$ cat config.mk
export PLATFORM = sky130hd
export DESIGN_NAME = cache_control
export DESIGN_NICKNAME = d
export VERILOG_FILES = /design/src/hdl/cache_pkg.sv /design/src/hdl/cache_control.sv
export SDC_FILE = /design/constraint.sdc
export NUM_CORES = 1
export LEC_CHECK = 0
export ABC_CLOCK_PERIOD_IN_PS = 2100
export CELL_PAD_IN_SITES_DETAIL_PLACEMENT = 1
export CELL_PAD_IN_SITES_GLOBAL_PLACEMENT = 1
export CORE_AREA = 2 2 39 41
export CTS_CLUSTER_SIZE = 12
export DETAILED_ROUTE_END_ITERATION = 8
export DIE_AREA = 0 0 41 43
export DONT_BUFFER_PORTS = 1
export PLACE_DENSITY = 0.49
export SETUP_SLACK_MARGIN = 0.2
export SYNTH_ARGS = -nofsm -noshare
export SYNTH_HDL_FRONTEND = slang
export SYNTH_SLANG_ARGS = --single-unit
$ cat constraint.sdc
create_clock -name clk -period 2.1 [get_ports clk]
set_clock_uncertainty 0.05 [all_clocks]
set_input_delay 0.105 -clock clk [delete_from_list [all_inputs] [get_ports clk]]
set_output_delay 0.105 -clock clk [all_outputs]
set_load 0.01 [all_outputs]
$ cat src/hdl/cache_pkg.sv
`default_nettype none

package cache_pkg;

    // Address geometry
    localparam int ADDR_W       = 32;
    localparam int S_OFFSET_DEF = 5;
    localparam int S_INDEX_DEF  = 3;
    localparam int S_WAY_DEF    = 2;

    // One line is 2**offset bytes
    localparam int LINE_W = 8 * (2**S_OFFSET_DEF);

    // Controller sequence for a single request
    typedef enum logic [2:0] {
        IDLE      = 3'd0,
        CHECK     = 3'd1,
        WRITEBACK = 3'd2,
        FILL      = 3'd3,
        RECHECK   = 3'd4
    } ctrl_state_t;

endpackage

`default_nettype wire
$ cat src/hdl/cache_control.sv
`default_nettype none

module cache_control #(
    parameter int s_offset = cache_pkg::S_OFFSET_DEF,
    parameter int s_index  = cache_pkg::S_INDEX_DEF,
    parameter int s_way    = cache_pkg::S_WAY_DEF
) (
    input  logic clk,
    input  logic rst,

    // Processor side handshake
    input  logic cyc,
    input  logic stb,
    input  logic we,
    output logic ack,

    // Memory side handshake
    output logic mem_cyc,
    output logic mem_stb,
    output logic mem_we,
    input  logic mem_ack,

    // Datapath status and strobes
    input  logic hit,
    input  logic valid,
    input  logic dirty,
    output logic cache_read,
    output logic cache_load_en,
    output logic new_dirty,
    output logic ld_wb,
    output logic ld_lru,
    output logic downstream_address_sel
);

    import cache_pkg::*;

    localparam int s_tag = ADDR_W - s_offset - s_index;

    if (s_tag < 1 || s_way < 1) begin : g_geometry_check
        $error("Cache geometry leaves no tag bits or no ways");
    end

    ctrl_state_t state;
    ctrl_state_t state_next;

    // Idle cycle on the memory bus between write-back and fill
    logic wb_gap;

    always_ff @(posedge clk) begin
        if (rst) begin
            state  <= IDLE;
            wb_gap <= 1'b0;
        end else begin
            state  <= state_next;
            wb_gap <= (state == WRITEBACK) && mem_ack;
        end
    end

    always_comb begin
        state_next             = state;
        ack                    = 1'b0;
        mem_cyc                = 1'b0;
        mem_stb                = 1'b0;
        mem_we                 = 1'b0;
        cache_read             = 1'b0;
        cache_load_en          = 1'b0;
        new_dirty              = 1'b0;
        ld_wb                  = 1'b0;
        ld_lru                 = 1'b0;
        downstream_address_sel = 1'b0;

        case (state)
            IDLE: begin
                if (cyc && stb) begin
                    cache_read = 1'b1;
                    state_next = CHECK;
                end
            end
            CHECK: begin
                if (hit) begin
                    ack    = 1'b1;
                    ld_lru = 1'b1;
                    // Write hit marks the line dirty
                    if (we) begin
                        cache_load_en = 1'b1;
                        new_dirty     = 1'b1;
                    end
                    state_next = IDLE;
                end else if (valid && dirty) begin
                    ld_wb      = 1'b1;
                    state_next = WRITEBACK;
                end else begin
                    state_next = FILL;
                end
            end
            WRITEBACK: begin
                mem_cyc                = 1'b1;
                mem_stb                = 1'b1;
                mem_we                 = 1'b1;
                downstream_address_sel = 1'b1;
                if (mem_ack) begin
                    state_next = FILL;
                end
            end
            FILL: begin
                if (!wb_gap) begin
                    mem_cyc = 1'b1;
                    mem_stb = 1'b1;
                    // Line arrives clean with tag and valid set
                    if (mem_ack) begin
                        cache_load_en = 1'b1;
                        state_next    = RECHECK;
                    end
                end
            end
            RECHECK: begin
                cache_read = 1'b1;
                state_next = CHECK;
            end
            default: begin
                state_next = IDLE;
            end
        endcase
    end

endmodule

`default_nettype wire

==> impl_metrics.sql <==
INSERT INTO impl_metrics (metric_group, metric, value, unit) VALUES
('floorplanning', 'top_level_ports', '19', ''),
('run', 'max-cap-violations', '0', ''),
('finish', 'layout.filler_cells', '174', ''),
('sta', 'max_clock_freq', '600', 'MHz'),
('power_and_ir_drop', 'p_int', '0.160', 'mW'),
('drt', 'firstDrtPassIters', '2', ''),
('clocking', 'ctsRootBufferMaster', 'sky130_fd_sc_hd__clkbuf_4', ''),
('clocking', 'cts-htree-levels', '1', ''),
('clocking', 'cts.clk_slew.worst_paths', '0.04', 'ns'),
('critical_path', 'worst-endpoint-required', '1.95', 'ns'),
('power_and_ir_drop', 'post_route_total_power', '0.221', 'mW'),
('yosys', 'yosys_warnings', '0', ''),
('worst_hold_path', 'min_delay_path_depth', '2', ''),
('worst_hold_path', 'hold_start', 'mem_ack', ''),
('critical_path', 'critical_path.startpoint_type', 'flop', ''),
('critical_path', 'timing.reg2reg.worst_path_depth', '4', ''),
('finish', 'drive_gt1_share', '10.5', '%'),
('floorplanning', 'rows', '14', ''),
('sta', 'timing_worst_slew_pin_value', '0.460', 'ns'),
('yosys', 'synth.top_cell.area_share', '29.4', '%'),
('clocking', 'cts_setup_buffers', '0', ''),
('sta', 'rsz0062_at_grt', 'no', ''),
('yosys', 'synth.avg_cell_area', '7.18', 'um2'),
('power_and_ir_drop', 'switching_share', '27.7', '%'),
('critical_path', 'worstReg2RegEnd', 'wb_gap', ''),
('finish', 'finalNonFillerCells', '54', ''),
('drt', 'drt_first_iter_violations', '7', ''),
('finish', 'area_growth_syn_to_layout', '11.0', '%'),
('grt', 'grt_first_pass_wirelength', '986', 'um'),
('drt', 'route.vias.total', '255', ''),
('critical_path', 'setup.worst_path.end_class', 'primary output', ''),
('place', 'numPlacedInstances', '49', ''),
('grt', 'global_route.usage.total', '8.43', '%'),
('critical_path', 'reg2reg_start', 'state[1]', ''),
('critical_path', 'worstPathMaxFanout', '10', ''),
('outcome', 'outcome', 'complete, no violations', ''),
('drt', 'drt-wirelength-per-cell', '12.5', 'um'),
('yosys', 'yosysSeqAreaShare', '29.4', '%'),
('clocking', 'cts_inserted_buffers', '3', ''),
('yosys', 'cells_after_synth', '38', ''),
('grt', 'grt.overflow.total', '0', ''),
('floorplanning', 'chipHeight', '43', 'um'),
('sta', 'timing.slew.headroom', '69.4', '%'),
('sta', 'whs', '0.0154', 'ns'),
('sta', 'final_min_period_over_clock_period', '79.4', '%'),
('clocking', 'cts_num_sinks', '4', ''),
('drt', 'route.antenna.remaining_nets', '0', ''),
('finish', 'antenna_fix_cells', '0', ''),
('yosys', 'synth_area_leaders', 'sky130_fd_sc_hd__dfxtp_1 (29%), sky130_fd_sc_hd__nor3_1 (11%), sky130_fd_sc_hd__buf_4 (8.3%)', ''),
('floorplanning', 'die_width', '41', 'um'),
('grt', 'first_global_vias', '248', ''),
('yosys', 'mappedNetlistArea', '273', 'um2'),
('grt', 'antenna_found_initial', '0', ''),
('yosys', 'ys_seq_elements', '4', ''),
('worst_hold_path', 'worst_hold_path_type', 'in -> reg', ''),
('power_and_ir_drop', 'vdd_ir_drop_max', '0.000250', 'V'),
('drt', 'drt_drc_violations_left', '0', ''),
('critical_path', 'worst_ep_arrival_time', '1.51', 'ns'),
('drt', 'avgViaCountPerCell', '4.72', ''),
('place', 'portBuffers', '0', ''),
('power_and_ir_drop', 'standby_leakage_power', '0.120', 'nW'),
('finish', 'finalNetCount', '49', ''),
('yosys', 'distinct_cell_type_count_of_the_synthesized_netlist', '15', ''),
('clocking', 'clock_tree_from_tritoncts', 'built', ''),
('power_and_ir_drop', 'share_comb_of_total_power', '16.6', '%'),
('sta', 'report.final.hold_viol_count', '0', ''),
('floorplanning', 'design.core.area', '1380', 'um2'),
('power_and_ir_drop', 'power_frac_clock', '42.6', '%'),
('sta', 'period_needed', '1.67', 'ns'),
('grt', 'largest_net_degree_at_the_start_of_global_routing', '11', ''),
('clocking', 'ctsLongestPathBuffers', '2', '');
## timing repair
item                      in CTS  in global routing
gates resized for setup        0                  0
hold endpoints to repair       2                  0
hold buffers                   2                  0
## cells in the final DEF, fill, tap and decap left out
cell type,instances
sky130_fd_sc_hd__a211oi_1,1
sky130_fd_sc_hd__a21oi_1,3
sky130_fd_sc_hd__and2_4,1
sky130_fd_sc_hd__and2b_1,1
sky130_fd_sc_hd__and4bb_1,1
sky130_fd_sc_hd__clkbuf_4,3
sky130_fd_sc_hd__dfxtp_1,4
sky130_fd_sc_hd__dlygate4sd3_1,2
sky130_fd_sc_hd__inv_1,1
sky130_fd_sc_hd__nand2_1,5
sky130_fd_sc_hd__nand2b_1,2
sky130_fd_sc_hd__nor2_1,5
sky130_fd_sc_hd__nor3_1,6
sky130_fd_sc_hd__o211a_1,1
sky130_fd_sc_hd__o21bai_1,2
## registers in the layout (all words and copies together), names as in the netlist
name    cells
state       3
wb_gap      1
## critical path, cell delays in order, from the launching register on
cell and delay [ns]:
sky130_fd_sc_hd__dfxtp_1 0.51, sky130_fd_sc_hd__and4bb_1 0.40, sky130_fd_sc_hd__and2_4 0.21, sky130_fd_sc_hd__o21bai_1 0.16
## cell families (layout without fill, tap and decap cells)
| logic type | after synthesis | in the layout | synth area share, % |
|---|---|---|---|
| flip-flops | 4 | 4 | 29.4 |
| buffers and inverters | 6 | 6 | 13.3 |
| AO/OA/AOI/OAI | 7 | 7 | 17.4 |
| AND/OR/NAND/NOR | 21 | 21 | 39.9 |
## layout make-up
cell class	count	area [um2]	share of cell area, %
clock buffer	3	22.5	7.44
inverter	1	3.75	1.24
multi-input combinational	28	156	51.7
sequential	4	80.1	26.4
tap	16	20.0	6.61
timing repair buffer	2	20.0	6.61
## Yosys cell counts
library cell,n
sky130_fd_sc_hd__a21oi_1,3
sky130_fd_sc_hd__inv_1,1
sky130_fd_sc_hd__dfxtp_1,4
sky130_fd_sc_hd__nor3_1,6
sky130_fd_sc_hd__o21bai_1,2
sky130_fd_sc_hd__and2b_1,1
sky130_fd_sc_hd__o211a_1,1
sky130_fd_sc_hd__nand2_1,5
sky130_fd_sc_hd__buf_2,2
sky130_fd_sc_hd__buf_4,3
sky130_fd_sc_hd__nor2_1,5
sky130_fd_sc_hd__a211oi_1,1
sky130_fd_sc_hd__and2_4,1
sky130_fd_sc_hd__and4bb_1,1
sky130_fd_sc_hd__nand2b_1,2
## through the flow
stage | worst slack [ns] | area [um2]
floorplan | 0.864 | 273
global placement | 0.712 | 260
detailed placement | 0.662 | 260
CTS | 0.404 | 303
global route | 0.328 | 303
finish | 0.433 | 303
## worst max path at each step
stage,from,end,slack [ns],depth (start not counted)
after floorplan,state[1],cache_load_en,0.86,4
after global placement,state[0],cache_load_en,0.71,3
after detailed placement,state[0],cache_load_en,0.66,3
after CTS,state[0],cache_load_en,0.40,3
after global routing,state[0],cache_load_en,0.33,3
final,state[0],cache_load_en,0.43,3
## layer usage
layer | part of all wire (%) | vias to the layer above | GRT usage [%] | routed length [um]
li1 | - | 128 | - | -
met5 | 0 | - | 0 | 0
met1 | 46 | 115 | 10.6 | 312
met3 | 6.8 | 0 | 7.33 | 46
met2 | 47 | 12 | 10.6 | 316
met4 | 0 | 0 | 2.00 | 0
## power groups by stage
stage	clock [mW]	combinational [mW]	sequential, mW
finish	0.0942	0.0368	0.0899
global route	0.108	0.0414	0.0917
CTS	0.0986	0.0376	0.0902
detailed placement	0	0.0351	0.0912
global placement	0	0.0350	0.0898
floorplan	0	0.0439	0.0822
Note: power is estimated with default switching activity, not from simulation.
